File: src/source/regBankPkg.sv
/*
 Register bank shared definitions
 Widths, bank bit, PC step, register id map and the id union
 Control, shadow, GPR view and write-port structs
 */
package regBankPkg;
	localparam int wordWidth = 64;
	localparam int regIdWidth = 7;
	localparam int immWidth = 33;
	localparam int srBankBit = 29; // SR.RB, selects the register bank
	localparam logic [31:0] pcStep = 32'd2;

	// Id groups, upper 3 bits of an id
	localparam logic [2:0] grpGpr = 3'd0;
	localparam logic [2:0] grpCtrl = 3'd2;
	localparam logic [2:0] grpBankB = 3'd3;

	// GPR group, R2 to R7 and R8 to R14 are decoded as ranges
	localparam logic [3:0] idxR0 = 4'd0; // Alias of DLR, R0B aliases SDL
	localparam logic [3:0] idxR1 = 4'd1; // Alias of DHR, R1B aliases SDH
	localparam logic [3:0] idxR2 = 4'd2;
	localparam logic [3:0] idxR7 = 4'd7;
	localparam logic [3:0] idxR8 = 4'd8;
	localparam logic [3:0] idxR14 = 4'd14;
	localparam logic [3:0] idxR15 = 4'd15; // SP

	// Control group
	localparam logic [3:0] idxPc = 4'd0;
	localparam logic [3:0] idxLr = 4'd1;
	localparam logic [3:0] idxSr = 4'd2;
	localparam logic [3:0] idxVbr = 4'd3;
	localparam logic [3:0] idxDlr = 4'd4;
	localparam logic [3:0] idxDhr = 4'd5;
	localparam logic [3:0] idxGbr = 4'd6;
	localparam logic [3:0] idxTbr = 4'd7;
	localparam logic [3:0] idxImm = 4'd14;
	localparam logic [3:0] idxZzr = 4'd15;

	// Bank B group, R0B to R7B sit below these
	localparam logic [3:0] idxSpc = 4'd8;
	localparam logic [3:0] idxSlr = 4'd9;
	localparam logic [3:0] idxSsr = 4'd10;
	localparam logic [3:0] idxSsp = 4'd11;
	localparam logic [3:0] idxSdl = 4'd12;
	localparam logic [3:0] idxSdh = 4'd13;
	localparam logic [3:0] idxSgb = 4'd14;
	localparam logic [3:0] idxStb = 4'd15;

	localparam logic [regIdWidth-1:0] idZzr = {grpCtrl, idxZzr}; // Zero register, writes dropped

	typedef logic [wordWidth-1:0] word_t;

	// Flat code for compares, group and index for decoding
	typedef union packed {
		logic [regIdWidth-1:0] code;
		struct packed {
			logic [2:0] grp;
			logic [3:0] idx;
		} parts;
	} regId_t;

	typedef struct packed {
		word_t sp;
		word_t pc;
		word_t pr; // LR
		word_t sr;
		word_t vbr;
		word_t dlr;
		word_t dhr;
		word_t gbr;
		word_t tbr;
	} ctrlRegs_t;

	typedef struct packed {
		word_t spc;
		word_t spr;
		word_t ssr;
		word_t ssp;
		word_t sdl;
		word_t sdh;
		word_t sgb;
		word_t stb;
	} shadowRegs_t;

	typedef struct packed {
		word_t [7:2] bankA; // R2A to R7A
		word_t [14:8] upper; // R8 to R14, not banked
		word_t [7:2] bankB; // R2B to R7B
	} gprView_t;

	typedef struct packed {
		regId_t id;
		word_t value;
	} regWrite_t;
endpackage

File: src/source/ctrlRegFile.sv
/*
 Control registers and their shadow copies
 SR bank bit tracking and the bank swap strobe
 Co writes, Ro write to SP and per-cycle exNext loads
 */
`timescale 1ns/1ps

module ctrlRegFile (
	input logic clock,
	input logic reset,
	input regBankPkg::word_t srVal,
	input logic exHold,
	input regBankPkg::ctrlRegs_t exNext,
	input regBankPkg::regWrite_t coWrite,
	input regBankPkg::regWrite_t roWrite,
	output regBankPkg::ctrlRegs_t ctrlOut,
	output regBankPkg::shadowRegs_t shadow,
	output logic bankSwap
);
	import regBankPkg::*;

	logic bankSel; // Bank bit seen on the previous edge

	function automatic logic isId(regId_t id, logic [2:0] grp, logic [3:0] idx);
		return (id.parts.grp == grp) && (id.parts.idx == idx);
	endfunction

	assign bankSwap = srVal[srBankBit] ^ bankSel;

	// Tracks SR through reset so no swap fires on reset release
	always_ff @(posedge clock)
	begin
		bankSel <= srVal[srBankBit];
	end

	always_ff @(posedge clock)
	begin
		if (reset)
		begin
			ctrlOut <= '0;
			shadow <= '0;
		end
		else if (bankSwap)
		begin
			// Live set from shadows while VBR stays put
			ctrlOut.sp <= shadow.ssp;
			ctrlOut.pc <= shadow.spc;
			ctrlOut.pr <= shadow.spr;
			ctrlOut.sr <= shadow.ssr;
			ctrlOut.dlr <= shadow.sdl;
			ctrlOut.dhr <= shadow.sdh;
			ctrlOut.gbr <= shadow.sgb;
			ctrlOut.tbr <= shadow.stb;

			// Outgoing state parked from the execute stage
			shadow.spc <= exNext.pc;
			shadow.spr <= exNext.pr;
			shadow.ssr <= exNext.sr;
			shadow.ssp <= exNext.sp;
			shadow.sdl <= exNext.dlr;
			shadow.sdh <= exNext.dhr;
			shadow.sgb <= exNext.gbr;
			shadow.stb <= exNext.tbr;
		end
		else if (!exHold)
		begin
			ctrlOut.sp <= isId(roWrite.id, grpGpr, idxR15) ? roWrite.value : exNext.sp;
			ctrlOut.pc <= isId(coWrite.id, grpCtrl, idxPc) ? coWrite.value : exNext.pc;
			ctrlOut.pr <= isId(coWrite.id, grpCtrl, idxLr) ? coWrite.value : exNext.pr;
			ctrlOut.sr <= isId(coWrite.id, grpCtrl, idxSr) ? coWrite.value : exNext.sr;
			ctrlOut.vbr <= isId(coWrite.id, grpCtrl, idxVbr) ? coWrite.value : exNext.vbr;
			ctrlOut.dlr <= isId(coWrite.id, grpGpr, idxR0) ? coWrite.value : exNext.dlr; // Via R0
			ctrlOut.dhr <= isId(coWrite.id, grpGpr, idxR1) ? coWrite.value : exNext.dhr; // Via R1
			ctrlOut.gbr <= isId(coWrite.id, grpCtrl, idxGbr) ? coWrite.value : exNext.gbr;
			ctrlOut.tbr <= isId(coWrite.id, grpCtrl, idxTbr) ? coWrite.value : exNext.tbr;

			if (coWrite.id.parts.grp == grpBankB)
			begin
				case (coWrite.id.parts.idx)
					idxR0: shadow.sdl <= coWrite.value; // R0B
					idxR1: shadow.sdh <= coWrite.value; // R1B
					idxSpc: shadow.spc <= coWrite.value;
					idxSlr: shadow.spr <= coWrite.value;
					idxSsr: shadow.ssr <= coWrite.value;
					idxSsp: shadow.ssp <= coWrite.value;
					idxSgb: shadow.sgb <= coWrite.value;
					idxStb: shadow.stb <= coWrite.value;
					default: ; // R2B to R7B belong to the GPR file
				endcase
			end
		end
	end

	// An unknown bank bit would leave the swap strobe unknown
	bankBitKnown: assert property (@(posedge clock)
		!reset |-> !$isunknown(srVal[srBankBit]))
		else $error("SR bank bit is unknown out of reset");

endmodule

File: config.mk
export PLATFORM = sky130hd
export DESIGN_NAME = ctrlRegFile
export DESIGN_NICKNAME = d
export VERILOG_FILES = /design/src/source/regBankPkg.sv /design/src/source/ctrlRegFile.sv
export SDC_FILE = /design/constraint.sdc
export NUM_CORES = 2
export LEC_CHECK = 0
export ABC_AREA = 0
export BUFFER_PORTS_ARGS = -buffer_cell sky130_fd_sc_hd__buf_2
export CORE_AREA = 5 5 731 733
export CTS_CLUSTER_SIZE = 12
export DETAILED_ROUTE_END_ITERATION = 10
export DIE_AREA = 0 0 736 738
export PLACE_DENSITY = 0.32
export SETUP_SLACK_MARGIN = 0.15
export SLEW_MARGIN = 20
export SYNTH_ARGS = -nofsm -noshare
export SYNTH_HDL_FRONTEND = slang
export SYNTH_SLANG_ARGS = --single-unit
File: constraint.sdc
create_clock -name clock -period 3.5 [get_ports clock]
set_clock_uncertainty 0.2 [all_clocks]
set_input_delay 0.175 -clock clock [delete_from_list [all_inputs] [get_ports clock]]
set_output_delay 0.175 -clock clock [all_outputs]
set_load 0.02 [all_outputs]
==> After elaboration in Yosys (flattened, before gate mapping) <==
Cells that the tools add are included.
{ "word_totals": {"reg_bits": 1089, "in_bits": 785} }
{ "op_classes": {"eq_ne": 15, "n_mux": 23, "bitwise": 3, "n_reduce_logical": 30} }
{ "ops": {"columns": ["cell", "n"], "rows": [
  ["two-way mux 512 bit", 3],
  ["two-way mux 64 bit", 17],
  ["two-way mux 576 bit", 1],
  ["two-way mux 256 bit", 2],
  ["== test 4 bit (second input constant)", 7],
  ["AND reduction 3 bit", 8],
  ["nonzero test 2 bit", 9],
  ["logical AND 1 bit", 9],
  ["== test 4 x 2 -> 1 bit (second input constant)", 2],
  ["== test 4 x 3 -> 1 bit (second input constant)", 2],
  ["== test 3 x 2 -> 1 bit (second input constant)", 2],
  ["zero test 3 bit", 2],
  ["== test 4 x 1 -> 1 bit (second input constant)", 1],
  ["zero test 4 bit", 1],
  ["inequality test 2 x 1 -> 1 bit (second input constant)", 1],
  ["inverter 1 bit", 2],
  ["AND reduction 2 bit", 1],
  ["bitwise XOR 1 bit", 1]
]} }

==> Logic depth before layout (Yosys ltp) <==
{ "depth": {"ltp_word": 5, "mapped_depth": 7, "mapped_depth_nobuf": 4} }

==> Worst setup path after synthesis <==
No wires, ideal clock.
{ "synth_timing": {"kind": "reg2reg", "start": "register bankSel", "end": "register ctrlOut[259] (netlist bit)", "setup_ps": 142, "t_arrival_ps": 1534, "required_time_ps": 3158, "setup_slack_ps": 1624, "path_stages_with_launch": 7, "n_path_buf": 2, "period_less_slack_ps": 1876, "path_cell_list": "dfxtp_1 xnor2_2 inv_2 buf_2 nor2_1 clkbuf_1 a311oi_1"} }
{ "synth_between": {"elab_chain_len": 3} }
{ "synth_rtl": {"columns": ["item", "line_no", "rtl"], "rows": [
  ["from (decl)", "ctrlRegFile.sv:22", "logic bankSel;"],
  ["from (signal assigned)", "ctrlRegFile.sv:33", "bankSel <= srVal[srBankBit];"],
  ["bitwise XOR 1 bit", "ctrlRegFile.sv:28", "assign bankSwap = srVal[srBankBit] ^ bankSel;"],
  ["inverter 1 bit (no line)", null, null],
  ["AND reduction 2 bit (no line)", null, null],
  ["to (decl)", "ctrlRegFile.sv:16", "output regBankPkg::ctrlRegs_t ctrlOut,"]
]} }
No other way between the ends.
A chain may end at the register's enable or synchronous reset.

==> Final worst setup path <==
{ "layout_timing": {"start": "input coWrite[70] (netlist bit)", "end": "register shadow[430] (netlist bit)"} }
{ "layout_between": {"elab_chain_len": 3} }
{ "layout_rtl": {"columns": ["item", "line_no", "rtl"], "rows": [
  ["from (decl)", "ctrlRegFile.sv:14", "input regBankPkg::regWrite_t coWrite,"],
  ["== test 3 x 2 -> 1 bit", "ctrlRegFile.sv:77", "if (coWrite.id.parts.grp == grpBankB)"],
  ["nonzero test 2 bit (no line)", null, null],
  ["AND reduction 3 bit (no line)", null, null],
  ["to (decl)", "ctrlRegFile.sv:17", "output regBankPkg::shadowRegs_t shadow,"]
]} }
No other way between the ends.

==> metrics.md <==
| Metric | Value |
|---|---|
| Status | finished with violations |
| Failing checks | negative setup slack |
| Die Y | 738 um |
| Final min period | between 3 and 4 ns |
| Worst Hold End | ctrlOut[161]$_SDFFE_PP0P_ |
| First-pass iteration count of the detailed router | 6 |
| Clock sinks | approximately 1100 |
| CTS Buf Count | about 170 |
| Synth Area per Inst | approximately 9.0 um2 |
| Hold Crit Depth | 5 |
| Most frequent cells after synthesis | dfxtp_1, a211oi_1, clkbuf_1 |
| Top FF cell, synth | dfxtp_1 |
| First-pass GRT wire length | 809400 um |
| # IOs | 1874 |
| Crit path from | coWrite[70] |
| Die area | approximately 540000 um2 |
| Detailed Route WL | between 600000 and 700000 um |
| Total Neg Setup Slack | -0.008188 ns |
| FF+latch count, synth | roughly 1100 |
| Worst r2r path cells | 8 |
| Row count | between 200 and 300 |
| DR DRC count | 0 |
| Crit end category | flop |
| Starting Density | a little under an eighth |
| Slew @ Worst Pin | approximately 1.2 ns |
| Maximum clock rate | ~290 MHz |
| CTS clock-pin slew for the worst setup and hold paths | ~0.060 ns |
| Hold Startpoint | exNext[161] |
| Setup CP Type | in2reg |
| Fin crit share | 100.2% |
| Mux share of post-synthesis cell area | 9.367% |
| Synth top area share | between 30% and 40% |
| Leakage | 38.34 nW |
| CTS Buffer Depth | 4 |
| Reg2reg end | shadow[340]$_SDFFE_PP0P_ |
| Tot GR Track Use | between 20 and 25% |
| Fin. Hold Viols | 0 |
| Number of synthesized flops with an enable pin | 0 |
| Cell area after synthesis | between 50000 and 60000 um2 |
| Vias in the first global route | around 75000 |
| Net count after synthesis | ~7400 |
| Final instance area | 99350 um2 |
| Cells after Synth | between 6000 and 7000 |
| DP HPWL | between 400000 and 500000 um |
| WL/cell | around 38 um |
| Setup Viol. Count Final | 1 |
| Gpl congestion | 0.8270 |
| Max-slew violations | 0 |
| Remaining antenna violation count | 0 |
| R2r setup slk | roughly 0.22 ns |
| Area Growth Syn to Fin | 66.62% |
| Main combinational cell family by area after synthesis | compound AO/OA/AOI/OAI gates |
| CTS Root Cell | clkbuf_16 |
| Area after DPL | roughly 80000 um2 |
| Type of the tightest min-delay check | in2reg |
| Post-synthesis simple-gate area fraction | between 10% and 20% |
| Crit path DAT | a little over 4 ns |
| Starting DRT DRC Count | about 6000 |
| Fin nets | about 10000 |
| H-tree level count | 4 |
| Antenna violations before repair | 138 |
| VDD IR max | between 0.0003 and 0.0004 V |
| RSZ-0062 raised after global routing | true |
| Worst skew pair latency | 0.89 ns |
| Synth area leader | dfxtp_1 |
| Die span in x | about 740 um |
| Hold Slack | roughly 0.11 ns |
| Ys async rst share | 0% |
| Synth Warn # | 0 |
| Placed Instances | ~15000 |
| Vias | 75369 |
| Worst reg2reg startpoint | bankSel$_DFF_P_ |
| Unique masters post-synth | 42 |
| Required @ worst endpoint | 4.10 ns |
| Vias per cell | 4.501 |
| Seq/Total Area, Yosys | a little over a third |
| Layout cell share with drive strength beyond 1 | about a quarter |
| Synth Area in Compound Gates | a little under a third |
| GRT overflow | 0 |
| Worst setup SP type | primary input |
| Critical Path Fanout Max | between 100 and 150 |
| CTS tree | built |
| Largest net degree at the start of global routing | 161 |
| Power density cells | about 470 nW/um2 |
| Top cells by area, synth | dfxtp_1, a211oi_1, mux2i_1 |
| Area share of xor/xnor cells in the synthesized design | less than 1% |
| Core Region | about 530000 um2 |
| I/O Buffers | 1810 |
| Post-route setup slack | -0.008188 ns |
| Final total power | between 40 and 50 mW |
| Most numerous cell in the Yosys netlist | dfxtp_1 |
| Max Cap Viol | 0 |
| Finished Layout Cells | between 15000 and 20000 |
| Post-Synth Adder-Cell Area | 0% |
| Max-slew headroom | a little over a fifth |
==> what timing repair did <==
item                                     CTS  global route
gates resized for setup                    0             8
endpoints found under the setup margin     0           104
hold buffers                            1558             0
hold endpoints to repair                1089             0
buffers inserted                           0             3
==> report_power, final <==
part	internal, mW	switching (mW)
Sequential	13.6	1.01
Combinational	4.60	9.05
Clock	10.5	7.55
==> cells by family after synthesis <==
group                  Yosys count
AO/OA/AOI/OAI                 2598
XOR/XNOR                         1
buffers and inverters          950
flip-flops                    1089
multiplexers                   558
AND/OR/NAND/NOR               1432
==> placed cells by master, fill, tap and decap left out, types with 5 or more instances in the layout <==
cell,synthesis,routed
mux2i_1,558,558
and2_4,0,7
o221ai_1,512,512
nand2_4,0,5
dfxtp_1,1089,1089
clkinv_4,0,5
diode_2,0,56
nor2_1,111,49
nand3_1,64,64
and2_1,519,512
clkbuf_16,0,170
buf_12,0,95
nor2_4,0,46
o21ai_0,369,369
nand4_1,192,192
o21ai_1,161,161
clkbuf_8,0,33
dlygate4sd3_1,0,1558
clkbuf_1,657,43
buf_4,8,254
clkinv_2,0,19
a21oi_1,64,64
a211oi_1,932,932
o211ai_1,408,408
a221oi_1,46,46
nor2_2,2,18
a311oi_1,64,64
nor3b_1,513,512
o211ai_2,40,40
bufinv_16,0,11
buf_2,207,1808
==> metal layers <==
metal	track usage [%]	vias to the layer above	wire length, um
met5	0	-	368
met4	10.62	58	36030
met3	8.502	887	63790
met2	36.37	3613	290500
met1	25.33	38616	244500
li1	-	32195	-
==> stage by stage <==
step	setup WS, ns	utilization, %
after global placement	0.4128	14.79
after CTS	0.1629	18.81
after floorplan	1.624	-
after global routing	0.1103	18.83
final	-0.008188	18.85
after detailed placement	0.4857	14.80
==> worst max path at each step <==
stage / end / slack (ns)
floorplan: ctrlOut[259]$_SDFFE_PP0P_ / 1.62
global placement: shadow[296]$_SDFFE_PP0P_ / 0.41
detailed placement: ctrlOut[419]$_SDFFE_PP0P_ / 0.49
CTS: shadow[400]$_SDFFE_PP0P_ / 0.16
global route: shadow[71]$_SDFFE_PP0P_ / 0.11
finish: shadow[430]$_SDFFE_PP0P_ / -0.008
==> critical path, stage by stage <==
cell,delay [ns]
dlygate4sd3_1,0.66
buf_2,0.22
nor4bb_4,0.28
dlygate4sd3_1,0.68
buf_4,0.27
buf_16,0.29
a211oi_1,0.19
a211oi_1,0.25
dlygate4sd3_1,0.59
==> state kept, by name, indices dropped and copies added, names as in the netlist <==
name,cells
bankSel,1
shadow,512
ctrlOut,576
==> layout make-up <==
type | count | area (um2)
Inverter | 3 | 38.79
Clock buffer | 246 | 4870
Tap cell | 6994 | 8751
Clock inverter | 47 | 661.9
Timing Repair Buffer | 3722 | 28590
Fill cell | 59424 | 427800
Multi-Input combinational cell | 4589 | 34500
Sequential cell | 1089 | 21800
Antenna cell | 56 | 140.1
(Power assumes the default switching activity.)
