## src/source/regBankPkg.sv

```systemverilog
/*
 Register bank shared definitions
 Widths, bank bit, PC step, register id map and the id union
 Control, shadow, GPR view and write-port structs
 */
package regBankPkg;
	localparam int wordWidth = 64;
	localparam int regIdWidth = 7;
	localparam int immWidth = 33;
	localparam int srBankBit = 29; // SR.RB, selects the register bank
	localparam logic [31:0] pcStep = 32'd2;

	// Id groups, upper 3 bits of an id
	localparam logic [2:0] grpGpr = 3'd0;
	localparam logic [2:0] grpCtrl = 3'd2;
	localparam logic [2:0] grpBankB = 3'd3;

	// GPR group, R2 to R7 and R8 to R14 are decoded as ranges
	localparam logic [3:0] idxR0 = 4'd0; // Alias of DLR, R0B aliases SDL
	localparam logic [3:0] idxR1 = 4'd1; // Alias of DHR, R1B aliases SDH
	localparam logic [3:0] idxR2 = 4'd2;
	localparam logic [3:0] idxR7 = 4'd7;
	localparam logic [3:0] idxR8 = 4'd8;
	localparam logic [3:0] idxR14 = 4'd14;
	localparam logic [3:0] idxR15 = 4'd15; // SP

	// Control group
	localparam logic [3:0] idxPc = 4'd0;
	localparam logic [3:0] idxLr = 4'd1;
	localparam logic [3:0] idxSr = 4'd2;
	localparam logic [3:0] idxVbr = 4'd3;
	localparam logic [3:0] idxDlr = 4'd4;
	localparam logic [3:0] idxDhr = 4'd5;
	localparam logic [3:0] idxGbr = 4'd6;
	localparam logic [3:0] idxTbr = 4'd7;
	localparam logic [3:0] idxImm = 4'd14;
	localparam logic [3:0] idxZzr = 4'd15;

	// Bank B group, R0B to R7B sit below these
	localparam logic [3:0] idxSpc = 4'd8;
	localparam logic [3:0] idxSlr = 4'd9;
	localparam logic [3:0] idxSsr = 4'd10;
	localparam logic [3:0] idxSsp = 4'd11;
	localparam logic [3:0] idxSdl = 4'd12;
	localparam logic [3:0] idxSdh = 4'd13;
	localparam logic [3:0] idxSgb = 4'd14;
	localparam logic [3:0] idxStb = 4'd15;

	localparam logic [regIdWidth-1:0] idZzr = {grpCtrl, idxZzr}; // Zero register, writes dropped

	typedef logic [wordWidth-1:0] word_t;

	// Flat code for compares, group and index for decoding
	typedef union packed {
		logic [regIdWidth-1:0] code;
		struct packed {
			logic [2:0] grp;
			logic [3:0] idx;
		} parts;
	} regId_t;

	typedef struct packed {
		word_t sp;
		word_t pc;
		word_t pr; // LR
		word_t sr;
		word_t vbr;
		word_t dlr;
		word_t dhr;
		word_t gbr;
		word_t tbr;
	} ctrlRegs_t;

	typedef struct packed {
		word_t spc;
		word_t spr;
		word_t ssr;
		word_t ssp;
		word_t sdl;
		word_t sdh;
		word_t sgb;
		word_t stb;
	} shadowRegs_t;

	typedef struct packed {
		word_t [7:2] bankA; // R2A to R7A
		word_t [14:8] upper; // R8 to R14, not banked
		word_t [7:2] bankB; // R2B to R7B
	} gprView_t;

	typedef struct packed {
		regId_t id;
		word_t value;
	} regWrite_t;
endpackage

```

## src/source/gprFile.sv

```systemverilog
/*
 General register storage
 R2 to R7 in A and B banks, R8 to R14 unbanked
 Bank swap and the Ro and Co write decode
 */
`timescale 1ns/1ps

module gprFile (
	input logic clock,
	input logic exHold,
	input logic bankSwap,
	input regBankPkg::regWrite_t roWrite,
	input regBankPkg::regWrite_t coWrite,
	output regBankPkg::gprView_t gprs
);
	import regBankPkg::*;

	logic roGpr;
	logic roInA;
	logic roInUpper;
	logic coInB;

	always_comb
	begin
		roGpr = (roWrite.id.parts.grp == grpGpr);
		roInA = roGpr && (roWrite.id.parts.idx >= idxR2) && (roWrite.id.parts.idx <= idxR7);
		roInUpper = roGpr && (roWrite.id.parts.idx >= idxR8)
			&& (roWrite.id.parts.idx <= idxR14);
		// R0B and R1B are the SDL and SDH shadows held in the control file
		coInB = (coWrite.id.parts.grp == grpBankB) && (coWrite.id.parts.idx >= idxR2)
			&& (coWrite.id.parts.idx <= idxR7);
	end

	always_ff @(posedge clock)
	begin
		if (bankSwap)
		begin
			gprs.bankA <= gprs.bankB; // Swap wins over any write this cycle
			gprs.bankB <= gprs.bankA;
		end
		else if (!exHold)
		begin
			if (roInA)
				gprs.bankA[roWrite.id.parts.idx[2:0]] <= roWrite.value;
			if (roInUpper)
				gprs.upper[roWrite.id.parts.idx] <= roWrite.value;

			// Inactive bank only reachable through the control port
			if (coInB)
				gprs.bankB[coWrite.id.parts.idx[2:0]] <= coWrite.value;
		end
	end

	// Ro only targets the GPR group or ZZR when idle
	roTargetsGpr: assert property (@(posedge clock)
		!exHold |-> (roGpr || (roWrite.id.code == idZzr)))
		else $error("Ro write outside the GPR group: %h", roWrite.id.code);

endmodule

```

## config.mk

```make
export PLATFORM = sky130hd
export DESIGN_NAME = gprFile
export DESIGN_NICKNAME = d
export VERILOG_FILES = /design/src/source/regBankPkg.sv /design/src/source/gprFile.sv
export SDC_FILE = /design/constraint.sdc
export NUM_CORES = 1
export LEC_CHECK = 0
export ABC_AREA = 1
export BUFFER_PORTS_ARGS = -buffer_cell sky130_fd_sc_hd__buf_2
export CAP_MARGIN = 20
export CORE_AREA = 4 4 523 525
export DETAILED_ROUTE_END_ITERATION = 10
export DIE_AREA = 0 0 527 529
export PLACE_DENSITY = 0.36
export SLEW_MARGIN = 20
export SYNTH_ARGS = -nofsm -noshare
export SYNTH_HDL_FRONTEND = slang
export SYNTH_SLANG_ARGS = --single-unit
```

## constraint.sdc

```tcl
create_clock -name clock -period 18.5 [get_ports clock]
set_input_delay 0.925 -clock clock [delete_from_list [all_inputs] [get_ports clock]]
set_output_delay 0.925 -clock clock [all_outputs]
set_load 0.01 [all_outputs]
```

Yosys cells after proc, flatten, opt, wreduce, memory -nomap -nowiden --
Index checks and enable logic that the tools add are counted.
Word-level totals: logic and storage cells 65, input bits 145, output and inout bits 1216, flip-flop bits (word level) 1216
Operators by class: muxes and demuxes 15, reductions and logical operators 15, bitwise gates (word level) 2, order comparisons 12, equality and inequality tests 2
Operators by type and width (number):
- 384-bit two-way mux | 4
- 1216-bit two-way mux | 1
- 384-bit bitwise mux | 2
- 448-bit bitwise mux | 1
- 448-bit two-way mux | 1
- 64-bit demux with 3-bit select | 2
- 64-bit demux with 4-bit select | 1
- 64-bit two-way mux | 3
- 1-bit logical AND | 9
- 4-bit by 2-bit >= comparator with 1-bit output (second input constant) | 2
- 4-bit by 3-bit less-or-equal comparator with 1-bit output (second input constant) | 2
- 3-bit by 4-bit less-than comparator with 1-bit output (second input constant) | 2
- 3-bit by 1-bit >= comparator with 1-bit output (second input constant) | 2
- 4-bit by 5-bit less-than comparator with 1-bit output (second input constant) | 1
- 4-bit by 1-bit >= comparator with 1-bit output (second input constant) | 1
- 4-bit >= comparator (second input constant) | 1
- 4-bit less-or-equal comparator (second input constant) | 1
- 2-bit AND reduction | 2
- 2-bit nonzero test | 2
- 3-bit by 2-bit equality test with 1-bit output (second input constant) | 1
- 3-bit logical NOT | 1
- 3-bit AND reduction | 1
- 2-bit by 1-bit inequality test with 1-bit output (second input constant) | 1
- 1-bit inverter | 2

Logic depth before layout (Yosys ltp) --
Gate-level depths: netlist of the first run.
depth after elaboration 8, depth in mapped cells 7, gate-level depth less buffers 5

Worst setup path after synthesis of the first run --
OpenSTA, ideal clock, no wires.
path kind input to register, from in roWrite[66] (netlist bit), to reg gprs[1152] (netlist bit) (enable), setup slack 11.833 ns, buffers on the path 2, library setup time 0.584 ns, arrival time 6.083 ns, stages 5, cell sequence buf_2 > nand3_1 > buf_2 > nand2_1 > a21boi_0
Between the ends: cells in the longest elaborated chain, start to end 5, elaborated cells between the ends (all ways) 6, those cells by class order compare (2); reduce/logical (4)
RTL lines:
- start, declared | line gprFile.sv:12 | input regBankPkg::regWrite_t roWrite,
- 4-bit by 2-bit >= comparator with 1-bit output | line gprFile.sv:26 | roInA = roGpr && (roWrite.id.parts.idx >= idxR2) && (roWrite.id.parts.idx <= idxR7);
- 1-bit logical AND | line gprFile.sv:26
- 1-bit logical AND (*) | line gprFile.sv:26
- 2-bit nonzero test (no source line) (*)
- 2-bit AND reduction (no source line) (*)
- end, declared | line gprFile.sv:14 | output regBankPkg::gprView_t gprs
Mark *: on every way between the ends. The rest lies on a longest branch, timed or not. A chain may end at the register's enable or synchronous reset.

Worst setup path after layout of the first run --
from in bankSwap, to reg gprs[42] (netlist bit) (enable)
Between the ends: cells in the longest elaborated chain, start to end 2, elaborated cells between the ends (all ways) 3, those cells by class eq/ne (1); reduce/logical (2)
RTL lines:
- start, declared | line gprFile.sv:11 | input logic bankSwap,
- 2-bit by 1-bit inequality test with 1-bit output (no source line) or 2-bit nonzero test (tied branches)
- 2-bit AND reduction (no source line) (*)
Marked as above.

==> results of run 1 <==
how the worst max path moves through the flow:
stage / from / end
after floorplan: roWrite[66] / gprs[1152]
after detailed placement: bankSwap / gprs[43]
after global placement: bankSwap / gprs[43]
final: bankSwap / gprs[42]
after global routing: bankSwap / gprs[43]
after CTS: bankSwap / gprs[43]
worst reg2reg max path: stages (launching register included):
cell	delay [ns]
sky130_fd_sc_hd__edfxtp_1	0.53
sky130_fd_sc_hd__nand2_1	0.12
sky130_fd_sc_hd__o21ai_1	0.07
layer usage:
layer | routed length, um | global-route usage [%] | up-vias
li1 | - | - | 14300
met1 | 109000 | 22.8 | 17700
met2 | 124000 | 29.8 | 1901
met3 | 26400 | 6.74 | 290
met4 | 6420 | 4.17 | 2
met5 | 13 | 0 | -
power by group through the flow:
| stage | Combinational, mW | Sequential [mW] | Clock (mW) |
|---|---|---|---|
| floorplan | 0.156 | 3.36 | 0 |
| global placement | 0.625 | 3.31 | 0 |
| detailed placement | 0.626 | 3.31 | 0 |
| CTS | 0.627 | 3.26 | 3.12 |
| global route | 0.651 | 3.27 | 3.24 |
| finish | 0.607 | 3.26 | 3.03 |
cells by family (layout without fill, tap and decap cells):
group           after synthesis  in the layout  share of synthesized area [%]
buf+inv                     203           1714                           2.05
compound gates              780            780                           8.66
other cells                   0             25                              0
simple gates                946            946                           8.31
flops                      1216           1216                           81.0
stage by stage:
| stage | instances | cell area [um2] |
|---|---|---|
| after global routing | 8228 | 61200 |
| after floorplan | 3145 | 45100 |
| after global placement | 7952 | 56300 |
| after detailed placement | 7952 | 56300 |
| final | 8251 | 61300 |
| after CTS | 8226 | 61200 |
Yosys cell counts, drive strengths merged:
library cell	count
nand2	917
o21ai	773
nor3	2
inv	17
edfxtp	1216
nand3	8
a21boi	1
and2	1
buf	84
nor2	17
clkbuf	102
a21oi	6
nor3b	1
cell type report:
type / count / area (um2) / area share, %
multi-input combinational: 1726 / 7970 / 13.0
inverter: 17 / 63.8 / 0.104
tap: 3570 / 4470 / 7.29
clock inverter: 93 / 942 / 1.54
sequential: 1216 / 36500 / 59.6
clock buffer: 181 / 3960 / 6.45
timing repair buffer: 1423 / 7310 / 11.9
antenna: 25 / 62.6 / 0.102
cell usage in the layout (no fill, tap or decap), drive strengths merged, types with 2 or more instances in the layout:
master    synthesis  routed
clkbuf          102     181
diode             0      25
inv              17      26
clkinvlp          0       8
nor3              2       2
a21oi             6       6
bufinv            0      15
nand3             8       8
o21ai           773     773
buf              84    1423
clkinv            0      61
edfxtp         1216    1216
nor2             17      17
nand2           917     917
==> results.txt, run 1 <==
The largest clock skew in the final design came out at 0.0573 ns. At the worst endpoint, the arrival time is 4.77 ns. The number of buffer and inverter stages on the critical path is 6. Dividing the final minimum period by the clock period gives 23.4%. The register with the most flip-flops is gprs. The initialized floorplan defines 191 standard-cell rows. The starting DRC count in detailed routing came out at approximately 3400. The area growth from synthesis to layout is 35.9%. The setup slack on the worst flop-to-flop path came out at around 17 ns. The filler cell count in the final layout is between 20000 and 30000.

During synthesis, Yosys emitted a total of 0 warnings. The clock-pin slew on the worst setup and hold paths is 0.06 ns. The root buffer cell chosen for the clock tree is sky130_fd_sc_hd__clkbuf_16. The number of flip-flops under the largest register name is 1216. The instance count of the mapped netlist came out at 3145.

The number of gates resized after CTS was 0. The required time of the worst setup path came out at 18.93 ns. The number of setup violations in the final report came out at 0.

The global placement routability congestion is 0.796. Counting along the longest clock path gives a buffer depth of 4. By area the synthesized netlist is led by sky130_fd_sc_hd__edfxtp_1, sky130_fd_sc_hd__nand2_1, sky130_fd_sc_hd__o21ai_0.

The clock latency on the worst-skew pair is 0.84 ns. The share of the Yosys chip area taken by registers is 81.0%. The class of the tightest hold or removal check is in -> reg. The post-synthesis instance area is about 45000 um2. The critical path start-end classification is in -> reg. A synthesized cell averages 14.3 um2. The wire length of the first global-routing pass came out at approximately 340 mm. For this run, the top clock speed supported by timing is about 230 MHz. The analysis attributes to net switching a power of 1.83 mW. The pre-CTS setup slack came out at 13.16 ns. The internal power of the cells came out at 5.07 mW. The switching portion of total power came out at 26.6%. The critical path depth in cells came out at 7. Once the clock tree was built, the setup fixing pass inserted 0 buffers. The proportion of power drawn by the clock network came out at 43.9%.

The global-route usage over all layers came out at a little under a fifth. The number of hold-slack violations in the final timing report is 0. The beginning of the worst register-to-register path is gprs[1130]. The launching element type of the critical path is an input pin.

The cell seen most often among critical-path stages is sky130_fd_sc_hd__buf_4. The initial antenna violation count came out at 58. The time the final worst path needs with I/O delays and setup came out at 4.34 ns.

The core area came out at 269000 um2. The clock tree synthesis step divided the H-tree into 4 levels. The count of vias placed by the detailed router is 34200. The number of clock sinks is 1216. The fraction of synthesized cell area taken by the top area cell type is 81.0%. The maximum net fanout on the critical path came out at 66. The overall power is 6.90 mW. The signal on the critical path passes through buf_8 -> buf_4 -> inv_1 -> buf_4 -> a21oi_4 -> buf_4 -> buf_4.

The final HPWL from detailed placement came out at slightly below 200 mm. The largest registers in the layout are gprs x1216. The mean routed wirelength per cell is 32.2 um. The transition time of the tightest slew-check pin is 1.03 ns. Hold is met by 0.392 ns.

The leakage power total came out at 23.0 nW. The worst hold path endpoint is gprs[434]. VDD sags by at most 0.0000648 V.

The cell family contributing the most delay on the critical path is buffers and inverters. The number of distinct library cells after synthesis came out at 22. The flow ran to the end, and the final reports show no timing, DRC or antenna violations.

The max capacitance violation total is 0. The vertical die dimension is 529 um. Entering global routing, the biggest net connects 154 pins. The die area came out at 279000 um2. The proportion of power drawn by flip-flops and latches came out at 47.3%. The count of final max-slew check failures came out at 0. The pre-antenna-repair detailed-routing pass consisted of 5 iterations.

The worst setup margin came out at 14.16 ns. The number of global-route vias before repair is 33400. The startpoint of the lowest-slack hold path is roWrite[50].

The instance count along the most critical hold path came out at 1. The setup TNS is 0 ns. The proportion of layout cells with a drive suffix above 1 is about 37%. Per report_power, the combinational group accounts for 8.8% of the total. The endpoint identified for the worst register-to-register timing path is gprs[298].

The headroom to the max-slew limit came out at 30.6%. The total I/O pin count came out at 1361. The aggregate routed wire length is between 200 and 300 mm. The detail route stage leaves a number of antenna-violating nets equal to 0.

In the final design database the tool counted 4683 nets. Setup repair after global routing left no endpoint under its margin. The starting density of the core came out at 16.7%. The number of design rule violations left after detail routing came out at 0. The cell taking the most area after synthesis is sky130_fd_sc_hd__edfxtp_1. The synthesized flop and latch total is 1216.

After clock tree synthesis, the flow added hold-fix buffers numbering 0. The standard cell with the maximum stage delay on the critical path is sky130_fd_sc_hd__buf_4. The maximum cell stage delay along the critical path is 0.67 ns. The number of nets handed over by synthesis was 3290. The number of buffers inserted during clock tree synthesis came out at 154. Once layout is complete, the utilization of the core stands at ~23%. The width of the die is about 530 um. The number of buffers inserted by port buffering came out at 1360. TritonCTS built the clock tree. The via density per instance came out at 4.14.

Counting cells, the worst reg-to-reg path comes to 2. The worst setup path is captured at a flop. The power per standard cell area is between 100 and 150 nW/um2. The total grt overflow is 0.
No activity file was read; power rests on OpenSTA's default activity.
==> run 2, diff against run 1 <==
--- a/config.mk
+++ b/config.mk
@@ -11,7 +11,7 @@
 export CORE_AREA = 4 4 523 525
 export DETAILED_ROUTE_END_ITERATION = 10
 export DIE_AREA = 0 0 527 529
-export PLACE_DENSITY = 0.36
+export PLACE_DENSITY = 0.37
 export SLEW_MARGIN = 20
 export SYNTH_ARGS = -nofsm -noshare
 export SYNTH_HDL_FRONTEND = slang
==> constraint.sdc (replaced) <==
create_clock -name clock -period 3.6 [get_ports clock]
set_input_delay 0.18 -clock clock [delete_from_list [all_inputs] [get_ports clock]]
set_output_delay 0.18 -clock clock [all_outputs]
set_load 0.01 [all_outputs]
==> results.txt, run 2 (synthesis gave the netlist of run 1 again) <==
The launching element type of the critical path is an input pin. The CTS tree is done. In the finished design, the share of the clock period the worst path needs comes to 69.3%. Final hold analysis gives a worst-case slack of ~0.036 ns. Leaving out filler cells and counting taps, the final layout contains 8390. The core area is 269000 um2.

After detailed routing, the average wire length per cell comes to between 30 and 40 um. The congestion estimate from routability-driven global placement came to 0.815. Static timing analysis puts the maximum clock frequency at around 400 MHz. The startpoint identified for the worst hold timing path is coWrite[31]. The via density per instance is between 4 and 5. The internal power of the cells totals 26.3 mW.

The pin count of the biggest net entering global routing is between 150 and 200. The time the final worst path needs with I/O delays and setup came out at around 2.5 ns. The setup TNS is 0 ns. The proportion of layout cells with a drive suffix above 1 came out at roughly 37%.

The cell that appears most often on the critical path is sky130_fd_sc_hd__nand2_1. In the final layout, the registers with the most flip-flops are gprs x1216. The number of hold-slack violations in the final timing report was 0. The register with the most flip-flops in the layout has 1216 of them.

The number of design rule violations left after detail routing came out at 0. For this design the ratio of total power to cell area is approximately 560 nW/um2. The first global-routing pass estimated 345 mm of wire. The standard cell with the maximum stage delay on the critical path is sky130_fd_sc_hd__nor2_4. The total overflow left after global routing is 0. The leakage power total is approximately 24 nW.

The part of the total power dissipated in combinational logic came out at a little under a tenth. The worst-case clock buffer depth came out at 4. The worst IR drop on VDD is 0.000365 V. The signal on the critical path passes through dlygate4sd3_1 -> buf_8 -> nor2_8 -> nand2_1 -> nor2_1 -> nand2_1 -> nor2_4 -> buf_12. The number of global-route vias before repair is 34500.

The maximum cell stage delay along the critical path came out at 0.67 ns. The vertical die dimension came out at between 500 and 600 um. The timing startpoint of the critical path is bankSwap. For this block, the routed nets add up to around 270 mm of wire. The required time of the worst setup path came out at 4.04 ns. The starting density of the core is 16.7%.

The die area came out at around 280000 um2. The library cell used most frequently in the layout, excluding fill and tap cells, is sky130_fd_sc_hd__buf_2. The number of buffers inserted during clock tree synthesis is between 150 and 200.

The run finished with clean final reports. In the post-route analysis, the smallest setup slack over all paths is 1.11 ns. In this run the critical register-to-register path is launched from gprs[971]. The data arrival at the endpoint of the critical path came out at between 2 and 3 ns. Counting flops per register, the top entry is gprs. The number of placed instances, taps included, is between 7000 and 8000. Clock latency on the worst-skew pair, taken at its later pin, is 0.82 ns. The final route contains between 30000 and 40000 vias. The switching portion of total power came out at between 20% and 30%. Global routing used 18.2% of the available tracks across all layers. The number of setup violations in the final report came out at 0.

The width of the die came out at 527 um. Measured on the finished design, the core utilization comes to 23.4%. The final net count came out at 4833. The number of buffers inserted by port buffering is 1360. The initial antenna violation count is 33.

The pre-CTS setup slack came out at between 0.7 and 0.8 ns. The critical path in this run is classified as in -> reg. Setup repair after global routing left no endpoint under its margin.

The number of iterations in the first detailed-routing pass came out at 6. The max capacitance violation total came out at 0. The clock-pin slew on the worst setup and hold paths is about 0.060 ns. The number of H-tree levels came out at 4.

The area growth from synthesis to layout is 40.0%. The worst setup path is captured at a flop. The largest clock skew in the final design came out at 0.0310 ns. The transition time of the tightest slew-check pin is around 1.1 ns. The final HPWL from detailed placement is 194 mm. In this run the remaining antenna-violating nets after routing total 0. Clock tree synthesis selected as its root buffer the cell sky130_fd_sc_hd__clkbuf_16. The proportion of power drawn by the clock network came out at a little over two fifths. The count of final max-slew check failures was 0. The post-CTS setup-driven buffer insertion count came out at 0. The maximum net fanout on the critical path came out at 35. Leaving out fill and tap cells, the most frequent cells in the layout are sky130_fd_sc_hd__buf_2, sky130_fd_sc_hd__edfxtp_1, sky130_fd_sc_hd__nand2_1.

The first routing iteration left 3445 violations. The path class of the tightest hold or removal check is in -> reg. The total I/O pin count came out at 1361.

The headroom to the max-slew limit is between 20% and 30%. The initialized floorplan defines about 190 standard-cell rows. The number of clock sinks is about 1200. In this run, post-CTS repair resized a total of 0 instances. The power spent charging and discharging nets is between 9 and 10 mW.

The proportion of power drawn by flip-flops and latches came out at 47.1%.
run 2: path summary, 6_finish.rpt:
| check | endpoint | slack [ns] | depth (start not counted) |
|---|---|---|---|
| setup reg to reg | gprs[139] | 2.58 | 2 |
| setup / recovery | gprs[418] | 1.11 | 8 |
| hold reg to reg | gprs[1046] | 0.53 | 2 |
| hold / removal | gprs[223] | 0.04 | 3 |
run 2: critical path: cells and delay by family:
family	cells	cell delay (ns)
buf+inv	3	1.14
simple gates	5	1.49
run 2: area by class of cell:
type / count / area [um2]
Antenna cell: 14 / 35.0
Clock buffer: 185 / 4060
Clock inverter: 89 / 868
Fill cell: 28900 / 206000
Inverter: 17 / 63.8
Multi-Input combinational cell: 1726 / 7970
Sequential cell: 1216 / 36500
Tap cell: 3570 / 4470
Timing Repair Buffer: 1573 / 9150
run 2: power groups by stage:
stage,logic [mW],clock network [mW],registers [mW]
after global routing,3.51,16.5,16.8
after CTS,3.37,15.9,16.8
after global placement,3.25,0,17.0
final,3.28,15.5,16.8
after floorplan,0.804,0,17.3
after detailed placement,3.26,0,17.0
run 2: metal layers:
metal	wire length (um)	part of all wire, %	global-route usage (%)
met5	28	0.011	0
met3	25000	9.4	5.92
met4	7700	2.9	5.18
met1	111000	42	23.3
met2	122000	46	29.3
run 2: stage by stage:
step	instance area, um2	power, mW
2_1_floorplan	45100	18.1
3_3_place_gp	57000	20.3
3_5_place_dp	57000	20.3
4_1_cts	63100	36.1
5_1_grt	63100	36.8
6_report	63100	35.6
run 2: what timing repair did:
item | in CTS | in global routing
hold buffers | 118 | 0
setup endpoints to repair | 0 | 0
hold endpoints to repair | 783 | 0
